<file path="src/hdl/framer_pkg.sv">
// ####################################################################
// Packet framer shared types: stream beat, frame descriptor, splicer
// states and the header magic byte
// ####################################################################
package framer_pkg;

    // One beat of any data stream
    typedef struct packed {
        logic [31:0] data;
        logic        last;
    } stream_beat_t;

    typedef struct packed {
        logic [7:0]  tag;
        logic [15:0] length;
    } frame_desc_t;

    // Part of frame, then output register and skid buffer occupancy
    typedef enum logic [3:0] {
        IDLE,
        HEAD_EMPTY,
        HEAD_FULL,
        HEAD_FULL_BUF,
        BODY_EMPTY,
        BODY_FULL,
        BODY_FULL_BUF,
        END_EMPTY,
        END_FULL,
        END_FULL_BUF,
        FINISH_FULL,
        FINISH_FULL_BUF
    } splice_state_e;

    localparam logic [7:0] HEADER_MAGIC = 8'hA5;

endpackage
</file>
<file path="src/hdl/packet_framer_top.sv">
// ####################################################################
// Packet framer top: header, payload and checksum trailer on one stream
// ####################################################################
`timescale 1ns/1ps
module packet_framer_top (
    input  logic                      clock,
    input  logic                      rst_n,
    input  logic                      trigger,
    input  logic                      desc_strobe,
    input  framer_pkg::frame_desc_t   desc,
    input  logic                      body_valid,
    input  framer_pkg::stream_beat_t  body_beat,
    input  logic                      out_ready,
    output logic                      body_ready,
    output logic                      out_valid,
    output framer_pkg::stream_beat_t  out_beat
);

    logic                     hdr_valid;
    logic                     hdr_ready;
    framer_pkg::stream_beat_t hdr_beat;
    logic                     trl_valid;
    logic                     trl_ready;
    framer_pkg::stream_beat_t trl_beat;
    logic                     body_fire;

    // Accepted payload beats feed the checksum
    assign body_fire = body_valid && body_ready;

    header_builder header_builder_inst (
        .clock       (clock),
        .rst_n       (rst_n),
        .desc_strobe (desc_strobe),
        .desc        (desc),
        .hdr_ready   (hdr_ready),
        .hdr_valid   (hdr_valid),
        .hdr_beat    (hdr_beat)
    );

    trailer_builder trailer_builder_inst (
        .clock     (clock),
        .rst_n     (rst_n),
        .body_fire (body_fire),
        .body_beat (body_beat),
        .trl_ready (trl_ready),
        .trl_valid (trl_valid),
        .trl_beat  (trl_beat)
    );

    stream_splicer stream_splicer_inst (
        .clock      (clock),
        .rst_n      (rst_n),
        .trigger    (trigger),
        .hdr_valid  (hdr_valid),
        .hdr_beat   (hdr_beat),
        .body_valid (body_valid),
        .body_beat  (body_beat),
        .trl_valid  (trl_valid),
        .trl_beat   (trl_beat),
        .out_ready  (out_ready),
        .hdr_ready  (hdr_ready),
        .body_ready (body_ready),
        .trl_ready  (trl_ready),
        .out_valid  (out_valid),
        .out_beat   (out_beat)
    );

endmodule

</file>
<file path="src/hdl/stream_splicer.sv">
// ####################################################################
// Stream splicer: joins head, body and end streams into one output
// with a registered output stage and a one-beat skid buffer
// ####################################################################
`timescale 1ns/1ps
module stream_splicer (
    input  logic                      clock,
    input  logic                      rst_n,
    input  logic                      trigger,
    input  logic                      hdr_valid,
    input  framer_pkg::stream_beat_t  hdr_beat,
    input  logic                      body_valid,
    input  framer_pkg::stream_beat_t  body_beat,
    input  logic                      trl_valid,
    input  framer_pkg::stream_beat_t  trl_beat,
    input  logic                      out_ready,
    output logic                      hdr_ready,
    output logic                      body_ready,
    output logic                      trl_ready,
    output logic                      out_valid,
    output framer_pkg::stream_beat_t  out_beat
);

    framer_pkg::splice_state_e state;
    framer_pkg::splice_state_e nstate;
    framer_pkg::stream_beat_t  in_beat;
    framer_pkg::stream_beat_t  store_beat;
    framer_pkg::stream_beat_t  buf_beat;
    logic                      hdr_fire;
    logic                      body_fire;
    logic                      trl_fire;
    logic                      in_fire;
    logic                      out_fire;
    logic [1:0]                fill;
    logic [1:0]                next_fill;

    // Occupancy picks one state out of a part's group
    function automatic framer_pkg::splice_state_e pick_state(
        input framer_pkg::splice_state_e empty_s,
        input framer_pkg::splice_state_e full_s,
        input framer_pkg::splice_state_e buf_s,
        input logic [1:0]                fill_n
    );
        framer_pkg::splice_state_e res;
        case (fill_n)
            2'd0:    res = empty_s;
            2'd1:    res = full_s;
            default: res = buf_s;
        endcase
        return res;
    endfunction

    assign hdr_fire  = hdr_valid && hdr_ready;
    assign body_fire = body_valid && body_ready;
    assign trl_fire  = trl_valid && trl_ready;
    assign in_fire   = hdr_fire || body_fire || trl_fire;
    assign out_fire  = out_valid && out_ready;

    // At most one ready is high, so the mux needs no priority
    always_comb begin
        if (hdr_fire)
            in_beat = hdr_beat;
        else if (body_fire)
            in_beat = body_beat;
        else
            in_beat = trl_beat;
        store_beat.data = in_beat.data;
        // Only the trailer ends the output frame
        store_beat.last = trl_fire && in_beat.last;
    end

    always_comb begin
        case (state)
            framer_pkg::HEAD_FULL, framer_pkg::BODY_FULL,
            framer_pkg::END_FULL, framer_pkg::FINISH_FULL:
                fill = 2'd1;
            framer_pkg::HEAD_FULL_BUF, framer_pkg::BODY_FULL_BUF,
            framer_pkg::END_FULL_BUF, framer_pkg::FINISH_FULL_BUF:
                fill = 2'd2;
            default:
                fill = 2'd0;
        endcase
    end

    assign next_fill = fill + {1'b0, in_fire} - {1'b0, out_fire};

    always_comb begin
        case (state)
            framer_pkg::IDLE, framer_pkg::FINISH_FULL, framer_pkg::FINISH_FULL_BUF: begin
                if (hdr_fire && hdr_beat.last)
                    nstate = pick_state(framer_pkg::BODY_EMPTY, framer_pkg::BODY_FULL,
                                        framer_pkg::BODY_FULL_BUF, next_fill);
                else if (hdr_fire)
                    nstate = pick_state(framer_pkg::HEAD_EMPTY, framer_pkg::HEAD_FULL,
                                        framer_pkg::HEAD_FULL_BUF, next_fill);
                else
                    nstate = pick_state(framer_pkg::IDLE, framer_pkg::FINISH_FULL,
                                        framer_pkg::FINISH_FULL_BUF, next_fill);
            end
            framer_pkg::HEAD_EMPTY, framer_pkg::HEAD_FULL, framer_pkg::HEAD_FULL_BUF: begin
                if (in_fire && in_beat.last)
                    nstate = pick_state(framer_pkg::BODY_EMPTY, framer_pkg::BODY_FULL,
                                        framer_pkg::BODY_FULL_BUF, next_fill);
                else
                    nstate = pick_state(framer_pkg::HEAD_EMPTY, framer_pkg::HEAD_FULL,
                                        framer_pkg::HEAD_FULL_BUF, next_fill);
            end
            framer_pkg::BODY_EMPTY, framer_pkg::BODY_FULL, framer_pkg::BODY_FULL_BUF: begin
                if (in_fire && in_beat.last)
                    nstate = pick_state(framer_pkg::END_EMPTY, framer_pkg::END_FULL,
                                        framer_pkg::END_FULL_BUF, next_fill);
                else
                    nstate = pick_state(framer_pkg::BODY_EMPTY, framer_pkg::BODY_FULL,
                                        framer_pkg::BODY_FULL_BUF, next_fill);
            end
            default: begin
                if (in_fire && in_beat.last)
                    nstate = pick_state(framer_pkg::IDLE, framer_pkg::FINISH_FULL,
                                        framer_pkg::FINISH_FULL_BUF, next_fill);
                else
                    nstate = pick_state(framer_pkg::END_EMPTY, framer_pkg::END_FULL,
                                        framer_pkg::END_FULL_BUF, next_fill);
            end
        endcase
    end

    // Readies follow the next state, so a full skid buffer blocks input
    always_ff @(posedge clock or negedge rst_n) begin
        if (!rst_n) begin
            state      <= framer_pkg::IDLE;
            out_valid  <= 1'b0;
            hdr_ready  <= 1'b0;
            body_ready <= 1'b0;
            trl_ready  <= 1'b0;
        end else begin
            state      <= nstate;
            out_valid  <= (next_fill != 2'd0);
            hdr_ready  <= (nstate == framer_pkg::HEAD_EMPTY) ||
                          (nstate == framer_pkg::HEAD_FULL) ||
                          (trigger && (nstate == framer_pkg::IDLE ||
                                       nstate == framer_pkg::FINISH_FULL));
            body_ready <= (nstate == framer_pkg::BODY_EMPTY) ||
                          (nstate == framer_pkg::BODY_FULL);
            trl_ready  <= (nstate == framer_pkg::END_EMPTY) ||
                          (nstate == framer_pkg::END_FULL);
        end
    end

    always_ff @(posedge clock) begin
        if (fill == 2'd2 && out_fire)
            out_beat <= buf_beat;
        else if (in_fire && (!out_valid || out_fire))
            out_beat <= store_beat;
        // Stalled output, park the beat
        if (in_fire && out_valid && !out_fire)
            buf_beat <= store_beat;
    end

endmodule

</file>
<file path="src/hdl/trailer_builder.sv">
// ####################################################################
// Trailer builder: sums accepted payload words into one checksum beat
// ####################################################################
`timescale 1ns/1ps
module trailer_builder (
    input  logic                      clock,
    input  logic                      rst_n,
    input  logic                      body_fire,
    input  framer_pkg::stream_beat_t  body_beat,
    input  logic                      trl_ready,
    output logic                      trl_valid,
    output framer_pkg::stream_beat_t  trl_beat
);

    logic [31:0] sum;
    logic [31:0] sum_base;
    logic [31:0] sum_add;
    logic        trl_fire;

    assign trl_fire = trl_valid && trl_ready;

    // Sent trailer restarts the sum, even with a payload beat in the same cycle
    assign sum_base = trl_fire ? 32'd0 : sum;
    assign sum_add  = body_fire ? body_beat.data : 32'd0;

    always_ff @(posedge clock or negedge rst_n) begin
        if (!rst_n) begin
            sum <= '0;
        end else begin
            sum <= sum_base + sum_add;
        end
    end

    always_ff @(posedge clock or negedge rst_n) begin
        if (!rst_n) begin
            trl_valid <= 1'b0;
        end else begin
            if (body_fire && body_beat.last)
                trl_valid <= 1'b1;
            else if (trl_fire)
                trl_valid <= 1'b0;
        end
    end

    // Checksum is modulo 2^32, always the final beat
    always_comb begin
        trl_beat.data = sum;
        trl_beat.last = 1'b1;
    end

endmodule

</file>
<file path="src/hdl/header_builder.sv">
// ####################################################################
// Header builder: latches a frame descriptor and offers two header beats
// ####################################################################
`timescale 1ns/1ps
module header_builder (
    input  logic                      clock,
    input  logic                      rst_n,
    input  logic                      desc_strobe,
    input  framer_pkg::frame_desc_t   desc,
    input  logic                      hdr_ready,
    output logic                      hdr_valid,
    output framer_pkg::stream_beat_t  hdr_beat
);

    typedef enum logic [1:0] {
        HB_IDLE,
        HB_BEAT0,
        HB_BEAT1
    } hb_state_e;

    hb_state_e               state;
    framer_pkg::frame_desc_t desc_q;
    logic [31:0]             seq_num;
    logic                    hdr_fire;

    assign hdr_fire = hdr_valid && hdr_ready;

    always_ff @(posedge clock or negedge rst_n) begin
        if (!rst_n) begin
            state   <= HB_IDLE;
            seq_num <= '0;
        end else begin
            case (state)
                HB_IDLE: begin
                    // Strobes while busy are dropped
                    if (desc_strobe)
                        state <= HB_BEAT0;
                end
                HB_BEAT0: begin
                    if (hdr_fire)
                        state <= HB_BEAT1;
                end
                default: begin
                    if (hdr_fire) begin
                        state   <= HB_IDLE;
                        seq_num <= seq_num + 32'd1;
                    end
                end
            endcase
        end
    end

    always_ff @(posedge clock) begin
        if (state == HB_IDLE && desc_strobe)
            desc_q <= desc;
    end

    assign hdr_valid = (state != HB_IDLE);

    // Beat 0 is magic/tag/length, beat 1 the sequence number
    always_comb begin
        if (state == HB_BEAT1) begin
            hdr_beat.data = seq_num;
            hdr_beat.last = 1'b1;
        end else begin
            hdr_beat.data = {framer_pkg::HEADER_MAGIC, desc_q.tag, desc_q.length};
            hdr_beat.last = 1'b0;
        end
    end

endmodule

</file>
<file path="config.mk">
export PLATFORM = sky130hd
export DESIGN_NAME = packet_framer_top
export DESIGN_NICKNAME = d
export VERILOG_FILES = /design/src/hdl/framer_pkg.sv /design/src/hdl/packet_framer_top.sv /design/src/hdl/stream_splicer.sv /design/src/hdl/trailer_builder.sv /design/src/hdl/header_builder.sv
export SDC_FILE = /design/constraint.sdc
export NUM_CORES = 1
export LEC_CHECK = 0
export BUFFER_PORTS_ARGS = -buffer_cell sky130_fd_sc_hd__clkbuf_2
export CAP_MARGIN = 10
export CORE_UTILIZATION = 50
export DETAILED_ROUTE_END_ITERATION = 7
export MAX_ROUTING_LAYER = met4
export PLACE_DENSITY_LB_ADDON = 0.15
export SETUP_SLACK_MARGIN = 0.1
export SLEW_MARGIN = 0
export SYNTH_ARGS = -nofsm -noshare
export SYNTH_HDL_FRONTEND = slang
export SYNTH_SLANG_ARGS = --single-unit
</file>
<file path="constraint.sdc">
create_clock -name clock -period 4.67 [get_ports clock]
set_clock_uncertainty 0.15 [all_clocks]
set_input_delay 0.7005 -clock clock [delete_from_list [all_inputs] [get_ports clock]]
set_output_delay 0.7005 -clock clock [all_outputs]
set_load 0.005 [all_outputs]
</file>
==> impl_results.md, run 1 <==
- Fin. Hold Viols: 0
- Worst setup path class: reg -> reg
- Vias in the first global route: 6399
- Vias per inst: 5.75
- Gpl congestion: 0.899
- Worst R2R Path Depth: 12
- Max-cap violations: 0
- Peak VDD IR: 0.444 mV
- Worst path arrival time: 4.03 ns
- DIE AREA: 18800 um^2
- Clock Root Buffer: clkbuf_16
- Post-synthesis to final-layout area growth: 13.9%
- Die height: around 140 um
- Largest net degree at the start of global routing: 76
- Fill cell count: 1553
- Clock-pin slew on the worst setup and hold paths: 0.06 ns
- Slowest stage delay, CP: approximately 0.54 ns
- Final WS setup: 0.828 ns
- R2r startpoint: header_builder_inst.state[1]
- Clock tree buffer depth: 2
- Port Buffers: 97
- Crit path required time: 4.86 ns
- Combinational power share: a little over two fifths
- Power Internal: 4310 uW
- Most used cell, CP: ha_1
- Endpoints failing setup: 0
- CTS Hold Buffers Added: 0
- Status: finished clean
- Gates resized, CTS repair: 0
- Crit Path Max Fanout: 9
- Initial antenna violation count: 0
- RSZ-0062 raised after global routing: no
- Drt wl/cell: 17.9 um
- Slew Viols, Final: 0
- Max H-tree Level: 4
- Commonest cells in the synthesized netlist: nand2_1, edfxtp_1, dfrtp_1, and3_1, a21oi_1
- Register area share after synthesis: approximately half
- Slew at the pin closest to its max-slew limit: 1.14 ns
- Cell Area, Synth: a little over 9000 um^2
- Syn Area/Cell: 10.5 um^2
- Setup bufs post-CTS: 0
- ANT nets after route: 0
- Fmax: 0.260 GHz
- Cts bufs inserted: 17
- Worst hold-check path type: in -> async
- Setup TNS Final: 0 ns
- Routed Wire Length: 21.3 mm
- Sw Share: 37.4%
- Dpl ws: 0.596 ns
- PwrDens: 662 nW/um^2
- Synth area leaders: edfxtp_1, dfrtp_1, ha_1
- Rows: ~50
- Post-Synthesis Cells: between 800 and 900
- Yosys cell types: 69
- DRT Pass-1 Iters: 5
- Synth top area share: 29.6%
- Share of power burned in registers: 36.1%
- Rel. slew slack: 24.1%
- Total grt overflow: 0
- Synth area leader: edfxtp_1
- Global-route wire length before repair: 33.9 mm
- Worst-Skew Late Latency: 0.42 ns
- Psw: 2580 uW
- EDFF count, synth: 90
- Internal reg-to-reg setup slack: 0.83 ns
- CTS tree: yes
- Ratio of cells with drive above 1 in the final layout: between 10% and 20%
- Count leader, synth: nand2_1
- Post-synthesis net count: between 900 and 1000
- Area of the core: 17900 um^2
- DRC: 0
- Critical Path Slowest Stage Cell: nor3_1
- ANT cells: 0
- Crit-path cells: o21a_2, nor3_1, ha_1, inv_1, ha_1, xor2_1, nand4_1, and3_1, a311oi_1, or2b_1, mux2i_1, o2bb2ai_1
- Starting Density: between 50% and 60%
- Worst reg2reg endpoint: stream_splicer_inst.hdr_ready
- DR vias: between 6000 and 7000
- Min Tclk post-route: 3.84 ns
- Leak: around 0.0046 uW
- Io pins: just under 100
- Final Instance Area: 10400 um^2
- Critical path startpoint category: register
- Async SR Flop Fraction: 45.5%
- Clk sinks: 165
- Ys flop type: edfxtp_1
- Period utilisation layout: 82.3%
- HPWL Detailed: 14.6 mm
- Critical Path Sink Type: register
- GRT Util Overall: 24.6%
- DRT iter0 DRCs: 534
- Placed inst area: 9800 um^2
- Final Power: between 6000 and 7000 uW
- Final Util: between 50% and 60%
- Flops & latches, synth: 165
- YS warnings: 0
- Clock share of power: 21.0%
- Layout net count: between 1000 and 1500
- Die W: 137 um
flip-flops by register name (all words and copies together), names as in the netlist, 2 cells and up:
| signal | count |
|---|---|
| stream_splicer_inst.buf_beat | 33 |
| header_builder_inst.state | 2 |
| stream_splicer_inst.out_beat | 33 |
| stream_splicer_inst.state | 4 |
| header_builder_inst.seq_num | 32 |
| header_builder_inst.desc_q | 24 |
| trailer_builder_inst.sum | 32 |
placed cells by master, fill, tap and decap left out, types with 24 or more instances in the layout:
cell	count
dfrtp_1	75
inv_1	24
ha_1	34
o21ai_0	24
xnor2_1	41
and2_1	39
edfxtp_1	90
nand3_1	26
clkbuf_2	96
a21oi_1	41
nand2_1	110
a21o_1	24
mux2_2	33
a31oi_1	33
and3_1	43
nor2_1	35
a211oi_1	28
power by group through the flow:
| stage | registers, uW | logic (uW) | clock network [uW] |
|---|---|---|---|
| detailed placement | 2520 | 2950 | 0 |
| CTS | 2490 | 2980 | 1470 |
| global route | 2550 | 3280 | 1520 |
| global placement | 2510 | 2920 | 0 |
| finish | 2490 | 2950 | 1450 |
| floorplan | 2440 | 2210 | 0 |
metrics by stage:
| step | hold slack [ns] | std cells |
|---|---|---|
| 5_1_grt | 0.277 | 1191 |
| 3_5_place_dp | 0.337 | 1159 |
| 3_3_place_gp | 0.325 | 1159 |
| 4_1_cts | 0.278 | 1191 |
| 6_report | 0.282 | 1191 |
| 2_1_floorplan | 0.255 | 869 |
metal layers:
layer / global-route usage (%) / routed length [um]
met1: 34.6 / 10500
met2: 37.3 / 9830
met3: 3.44 / 755
met4: 6.29 / 228
met5: - / 0
how the worst max path moves through the flow:
stage          slack (ns)                          start                         endpoint
2_1_floorplan        1.13  stream_splicer_inst.hdr_ready  stream_splicer_inst.out_beat[0]
6_report             0.83   header_builder_inst.state[1]    stream_splicer_inst.hdr_ready
3_3_place_gp         0.77                     body_valid    stream_splicer_inst.hdr_ready
4_1_cts              0.85   header_builder_inst.state[1]    stream_splicer_inst.hdr_ready
3_5_place_dp         0.60                     body_valid    stream_splicer_inst.hdr_ready
5_1_grt              0.62   header_builder_inst.state[1]    stream_splicer_inst.hdr_ready
critical path: cells and delay by family (launching register included):
kind            cells  cell delay (ns)
compound gates      3             0.84
xor+xnor            1             0.19
fa+ha+maj           2             0.50
buf+inv             1             0.05
flops               1             0.49
mux                 1             0.14
simple gates        4             1.39
final cells by class:
cell class / instances / area [um^2] / area share (%)
Sequential cell: 165 / 4580 / 44.0
Multi-Input combinational cell: 635 / 4290 / 41.2
Clock buffer: 21 / 450 / 4.33
Clock inverter: 11 / 154 / 1.48
Tap cell: 229 / 287 / 2.75
Inverter: 24 / 90.1 / 0.866
Timing Repair Buffer: 106 / 556 / 5.34
cells by family (layout without fill, tap and decap cells):
| logic type | count (synthesis) | count (layout) | synth area share (%) |
|---|---|---|---|
| AO/OA/AOI/OAI | 202 | 202 | 14.8 |
| multiplexers | 36 | 36 | 4.40 |
| buffers and inverters | 69 | 162 | 3.16 |
| adder cells (fa/ha/maj) | 35 | 35 | 4.88 |
| XOR/XNOR | 61 | 61 | 5.85 |
| flip-flops | 165 | 165 | 50.1 |
| AND/OR/NAND/NOR | 301 | 301 | 16.8 |
Power figures use the tool's default switching activity.
==> inputs of run 2 (changes only) <==
ABC_AREA = 1   (was default)
clock period = 3.9 ns   (was 4.67 ns; I/O delays follow)
==> run 2 against run 1 <==
Compared with the run above:
- the flow now finishes with violations (DRC)
- worst setup slack got worse by 0.25 ns
- hold slack got worse by 0.12 ns
- register-to-register slack got worse by 0.25 ns
- largest power group unchanged
==> impl_results.md, run 2 <==
- Crit Path Max Fanout: 17 (was 9)
- Flops & latches, synth: 165 (unchanged)
- Min Tclk post-route: 3.32 ns (was 3.84 ns)
- Rel. slew slack: 28.7% (was 24.1%)
- EDFF count, synth: 90 (unchanged)
- Critical path startpoint category: register (unchanged)
- Fin. Hold Viols: 0 (unchanged)
- Drt wl/cell: 16.9 um (was 17.9 um)
- Global-route wire length before repair: 37.6 mm (was 33.9 mm)
- DRC: 9 (was 0)
- Async SR Flop Fraction: 45.5% (unchanged)
- Crit path required time: 4.07 ns (was 4.86 ns)
- Layout net count: 1248 (was 1047)
- RSZ-0062 raised after global routing: no (unchanged)
- Internal reg-to-reg setup slack: 0.58 ns (was 0.83 ns)
- Fmax: 0.301 GHz (was 0.260 GHz)
- CP startpoint: trailer_builder_inst.trl_valid (was header_builder_inst.state[1])
- Regs by FF count: stream_splicer_inst.buf_beat: 33 flops, stream_splicer_inst.out_beat: 33 flops (unchanged)
- Most frequent cells in the layout: nand2_1, inv_1, nor2_1 (was nand2_1, clkbuf_2, edfxtp_1)
- Ratio of cells with drive above 1 in the final layout: 16.3% (was 19.5%)
- Largest net degree at the start of global routing: 76 (unchanged)
- R2r startpoint: trailer_builder_inst.trl_valid (was header_builder_inst.state[1])
- Clk sinks: 165 (unchanged)
- Starting Density: 51.3% (was 51.0%)
- Worst setup path class: reg -> reg (unchanged)
- Vias per inst: 5.42 (was 5.75)
- Io pins: 98 (unchanged)
- Failing checks: DRC
- Peak VDD IR: 0.359 mV (was 0.444 mV)
- Worst R2R Path Depth: 12 (unchanged)
- Area of the core: 18100 um^2 (was 17900 um^2)
- Worst hold slack: 0.167 ns (was 0.282 ns)
- DRT Pass-1 Iters: 7 (was 5)
- Hold wc startpoint: desc[23]
- Port Buffers: 97 (unchanged)
- Max-cap violations: 0 (unchanged)
- Setup bufs post-CTS: 0 (unchanged)
- CTS Hold Buffers Added: 0 (unchanged)
- Worst path arrival time: 3.50 ns (was 4.03 ns)
- Clock Root Buffer: clkbuf_16 (unchanged)
- Clock-pin slew on the worst setup and hold paths: 0.07 ns (was 0.06 ns)
- DP Cell Count: 1360 (was 1159)
- Final Power: 8270 uW (was 6890 uW)
- Worst reg2reg endpoint: trailer_builder_inst.sum[22] (was stream_splicer_inst.hdr_ready)
- ANT nets after route: 0 (unchanged)
- Clock tree buffer depth: 2 (unchanged)
- Gpl congestion: 0.967 (was 0.899)
- Routed Wire Length: 23.5 mm (was 21.3 mm)
- Synth area leader: edfxtp_1 (unchanged)
- Commonest cells in the synthesized netlist: nand2_1, inv_1, nor2_1, edfxtp_1, dfrtp_1 (was nand2_1, edfxtp_1, dfrtp_1, and3_1, a21oi_1)
- CTS tree: yes (unchanged)
- Count leader, synth: nand2_1 (unchanged)
- Setup TNS Final: 0 ns (unchanged)
- GRT Util Overall: 26.3% (was 24.6%)
- Synth area leaders: edfxtp_1, dfrtp_1, nand2_1 (was edfxtp_1, dfrtp_1, ha_1)
- Die W: 138 um (was 137 um)
- Final Util: 59.0% (was 58.1%)
- Status: complete, but fails checks (was finished clean)
- ANT cells: 0 (unchanged)
- Critical Path Sink Type: register (unchanged)
- Vias in the first global route: 7370 (was 6399)
- Post-Synthesis Cells: 1045 (was 869)
- Worst-Skew Late Latency: 0.43 ns (was 0.42 ns)
- Period utilisation layout: 85.2% (was 82.3%)
- Yosys cell types: 43 (was 69)
- Initial antenna violation count: 0 (unchanged)
- HPWL Detailed: 17.6 mm (was 14.6 mm)
- Ys flop type: edfxtp_1 (unchanged)
- YS warnings: 0 (unchanged)
- Register area share after synthesis: 49.3% (was 50.1%)
- Commonest non-fill, non-tap cell in the layout: nand2_1 (unchanged)
- Cts bufs inserted: 17 (unchanged)
- DRT iter0 DRCs: 544 (was 534)
- Endpoints failing setup: 0 (unchanged)
- Die height: 138 um (was 137 um)
- Post-synthesis to final-layout area growth: 14.9% (was 13.9%)
- DIE AREA: 19100 um^2 (was 18800 um^2)
- Leak: 0.00526 uW (was 0.00463 uW)
- PwrDens: 775 nW/um^2 (was 662 nW/um^2)
- Post-synthesis net count: 1143 (was 967)
- Max H-tree Level: 4 (unchanged)
- Synth top area share: 29.1% (was 29.6%)
- Slew Viols, Final: 0 (unchanged)
- Gates resized, CTS repair: 0 (unchanged)
- Total grt overflow: 0 (unchanged)
- CP endpoint: trailer_builder_inst.sum[22] (was stream_splicer_inst.hdr_ready)
- Worst hold-check path type: in -> reg (was in -> async)
- Slew at the pin closest to its max-slew limit: 1.07 ns (was 1.14 ns)
- Syn Area/Cell: 8.88 um^2 (was 10.5 um^2)
- Post-Layout Cell Count: 1392 (was 1191)
- DR vias: 7541 (was 6846)
- Rows: 49 (unchanged)
- Cell Area, Synth: 9280 um^2 (was 9130 um^2)
## run 2: where the power goes
part / leakage, uW / internal [uW] / total, uW / switching [uW]
Clock: 0.000284 / 962 / 1710 / 748
Combinational: 0.00316 / 1300 / 3620 / 2320
Sequential: 0.00182 / 2680 / 2940 / 266
Total: 0.00526 / 4930 / 8270 / 3330
## run 2: cell families after synthesis
kind of cell             share of synthesized area (%)
AO/OA/AOI/OAI                                     10.1
flip-flops                                        49.3
AND/OR/NAND/NOR                                   18.9
adder cells (fa/ha/maj)                           4.80
multiplexers                                      3.88
buffers and inverters                             7.64
XOR/XNOR                                          5.28
## run 2: layout make-up
type / instances / area, um^2
inverters: 168 / 631
flip-flops and latches: 165 / 4580
fillers: 1684 / 7420
clock inverters: 14 / 163
well taps: 229 / 287
clock buffers: 18 / 429
repair buffers: 107 / 563
multi-input cells: 691 / 4010
## run 2: worst max-delay path, cell delays in order, from the launching register on
cell and delay (ns):
dfrtp_1 0.37, nand2_1 0.17, inv_1 0.32, nor2_1 0.18
ha_1 0.20, inv_1 0.06, fa_1 0.41, o21ai_1 0.23
a21oi_1 0.17, o21ai_0 0.43, a21oi_1 0.24, o211ai_1 0.21
nand2_1 0.06
## run 2: worst min-delay path by stage
stage,to,slack [ns],cells past startpoint
2_1_floorplan,header_builder_inst.seq_num[0],0.14,0
3_3_place_gp,header_builder_inst.seq_num[31],0.31,1
3_5_place_dp,header_builder_inst.seq_num[31],0.31,1
4_1_cts,header_builder_inst.desc_q[20],0.16,1
5_1_grt,header_builder_inst.desc_q[23],0.16,1
6_report,header_builder_inst.desc_q[23],0.17,1
## run 2: per-stage QoR
step / setup slack, ns / instance area, um^2
2_1_floorplan: 0.689 / 9290
4_1_cts: 0.599 / 10700
3_5_place_dp: 0.596 / 10100
3_3_place_gp: 0.571 / 10100
6_report: 0.578 / 10700
5_1_grt: 0.211 / 10700
## run 2: layer usage
| metal | global-route usage (%) | up-vias | share of wire [%] |
|---|---|---|---|
| li1 | - | 3677 | - |
| met1 | 34.1 | 3589 | 45 |
| met2 | 40.6 | 226 | 46 |
| met3 | 5.30 | 49 | 5.5 |
| met4 | 10.6 | 0 | 3.0 |
| met5 | - | - | 0 |
==> inputs of run 3 (changes only) <==
ABC_AREA = default   (was 1)
==> run 3 against run 2 <==
Compared with the run above:
- combinational power fell by 1%
- sequential share of layout area increased by 1.2 points
- largest cell class unchanged
- final cell count down 14%
- core utilization down 1.0 points
- the flow now finishes without violations
==> impl_results.md, run 3 (synthesized netlist as in run 1, its figures left out) <==
- Status: finished clean (was complete, but fails checks)
- Commonest non-fill, non-tap cell in the layout: nand2_1 (unchanged)
- Max-cap violations: 0 (unchanged)
- Initial antenna violation count: 0 (unchanged)
- Clk sinks: 165 (unchanged)
- Slew Viols, Final: 0 (unchanged)
- Setup bufs post-CTS: 0 (unchanged)
- Die height: 137 um (was 138 um)
- RSZ-0062 raised after global routing: no (unchanged)
- Min Tclk post-route: 3.44 ns (was 3.32 ns)
- ANT nets after route: 0 (unchanged)
- Gates resized, CTS repair: 0 (unchanged)
- CTS tree: yes (unchanged)
- Worst hold-check path type: in -> async (was in -> reg)
- Fmax: 0.291 GHz (was 0.301 GHz)
- DP Cell Count: 1163 (was 1360)
- Area of the core: 17900 um^2 (was 18100 um^2)
- Largest net degree at the start of global routing: 59 (was 76)
- Most frequent cells in the layout: nand2_1, clkbuf_2, edfxtp_1 (was nand2_1, inv_1, nor2_1)
- Leak: 0.00462 uW (was 0.00526 uW)
- DR vias: 6786 (was 7541)
- Global-route wire length before repair: 34.7 mm (was 37.6 mm)
- PwrDens: 779 nW/um^2 (was 775 nW/um^2)
- DRT Pass-1 Iters: 4 (was 7)
- Crit-path cells: nand2_1, and2_1, ha_1, inv_1, fa_1, nor2b_1, o211ai_1, a21oi_1, o21ai_0, a31oi_1, a311o_1, a21oi_1, xnor2_1 (was nand2_1, inv_1, nor2_1, ha_1, inv_1, fa_1, o21ai_1, a21oi_1, o21ai_0, a21oi_1, o211ai_1, nand2_1)
- Rows: 49 (unchanged)
- Io pins: 98 (unchanged)
- Critical Path Slowest Stage Cell: nand2_1 (was o21ai_0)
- CTS Hold Buffers Added: 0 (unchanged)
- Layout net count: 1051 (was 1248)
- Critical Path Sink Type: register (unchanged)
- Max H-tree Level: 4 (unchanged)
- GRT Util Overall: 25.1% (was 26.3%)
- Die W: 137 um (was 138 um)
- Cts bufs inserted: 17 (unchanged)
- Clock-pin slew on the worst setup and hold paths: 0.06 ns (was 0.07 ns)
- Met1 track demand over resource: 34.7% (was 34.1%)
- DIE AREA: 18800 um^2 (was 19100 um^2)
- Regs by FF count: stream_splicer_inst.buf_beat: 33 flops, stream_splicer_inst.out_beat: 33 flops (unchanged)
- Ratio of cells with drive above 1 in the final layout: 20.0% (was 16.3%)
- ANT cells: 0 (unchanged)
- Starting Density: 51.0% (was 51.3%)
- Total grt overflow: 0 (unchanged)
- Grt peak-use layer: met2 (unchanged)
- Port Buffers: 97 (unchanged)
- Clock Root Buffer: clkbuf_16 (unchanged)
- Worst setup path class: reg -> reg (unchanged)
- Crit Path Max Fanout: 19 (was 17)
- Fill cell count: 1599 (was 1684)
- Worst-Skew Late Latency: 0.43 ns (about the same)
- Setup TNS Final: 0 ns (unchanged)
- Gpl congestion: 0.884 (was 0.967)
- Routed Wire Length: 21.4 mm (was 23.5 mm)
- Reg area: 4580 um^2 (unchanged)
- Slowest stage delay, CP: 0.44 ns (was 0.43 ns)
- Period utilisation layout: 88.1% (was 85.2%)
- Vias per inst: 5.68 (was 5.42)
- Slew at the pin closest to its max-slew limit: 1.10 ns (was 1.07 ns)
- Crit path required time: 4.06 ns (was 4.07 ns)
- M2 GR Usage: 37.8% (was 40.6%)
- DRT iter0 DRCs: 349 (was 544)
- Most used cell, CP: a21oi_1
- Critical path startpoint category: register (unchanged)
- Dpl ws: 0.306 ns (was 0.596 ns)
- DRC: 0 (was 9)
- HPWL Detailed: 14.9 mm (was 17.6 mm)
- Rel. slew slack: 26.5% (was 28.7%)
- Drt wl/cell: 17.9 um (was 16.9 um)
- Post-synthesis to final-layout area growth: 13.5% (was 14.9%)
- Post-Layout Cell Count: 1195 (was 1392)
- Area taken by multi-input logic gates: 4290 um^2 (was 4010 um^2)
- Final WS setup: 0.462 ns (was 0.578 ns)
- Met3 Usage GRT: 4.67% (was 5.30%)
- Endpoints failing setup: 0 (unchanged)
- Peak VDD IR: 0.549 mV (was 0.359 mV)
- Clock tree buffer depth: 2 (unchanged)
- Fin. Hold Viols: 0 (unchanged)
- Vias in the first global route: 6710 (was 7370)
- Worst path arrival time: 3.60 ns (was 3.50 ns)
run 3: cell types whose count changed in the layout (fill, tap and decap cells not counted), moves of 22 or more:
cell / before / now
xor2_1: 42 / 20
a211oi_1: 0 / 28
nor2_1: 97 / 35
nand3_1: 49 / 26
and3_1: 1 / 43
a21oi_1: 69 / 41
inv_1: 166 / 24
xnor2_1: 14 / 41
nand2_1: 215 / 110
and2_1: 0 / 39
a31oi_1: 5 / 33
a32oi_1: 24 / 0
run 3: worst max-delay path: cells and delay by family (launching register included):
| family | cells | cell delay, ns |
|---|---|---|
| compound gates | 6 | 1.21 |
| simple gates | 3 | 0.82 |
| fa+ha+maj | 2 | 0.54 |
| flops | 1 | 0.42 |
| xor+xnor | 1 | 0.12 |
| buf+inv | 1 | 0.05 |
run 3: report_power, final:
part / switching [uW] / internal [uW] / leakage (uW)
clock: 703 / 831 / 0.000262
sequential: 292 / 2680 / 0.00182
combinational: 2100 / 1480 / 0.00254
run 3: path summary, 6_finish.rpt:
kind / from / endpoint / slack [ns] / depth (start not counted)
max: stream_splicer_inst.trl_ready / trailer_builder_inst.sum[24] / 0.46 / 13
max reg2reg: stream_splicer_inst.trl_ready / trailer_builder_inst.sum[24] / 0.46 / 13
min: rst_n / stream_splicer_inst.state[3] / 0.07 / 1
min reg2reg: header_builder_inst.seq_num[31] / header_builder_inst.seq_num[31] / 0.34 / 1
max in group asynchronous: rst_n / trailer_builder_inst.sum[16] / 2.73 / 2
min in group clock: desc[8] / header_builder_inst.desc_q[8] / 0.18 / 1
run 3: final cells by class:
class / instances / area share [%]
clock buffers: 20 / 4.31
multi-input cells: 635 / 41.4
well taps: 229 / 2.76
repair buffers: 110 / 5.77
flip-flops and latches: 165 / 44.2
clock inverters: 12 / 0.772
inverters: 24 / 0.869
run 3: per-stage QoR:
stage	total power (uW)	cell area, um^2	utilization (%)	hold slack (ns)
6_report	8080	10400	57.9	0.0718
5_1_grt	8660	10400	57.9	0.127
4_1_cts	8140	10400	57.9	0.0930
3_5_place_dp	6580	9840	55.0	0.320
3_3_place_gp	6560	9840	55.0	0.321
2_1_floorplan	5570	9130	-	0.139
run 3: layer usage:
metal  routed length, um  vias up
li1                    -     3340
met1               10500     3276
met2                9840      142
met3                 696       28
met4                 354        0
met5                   0        -
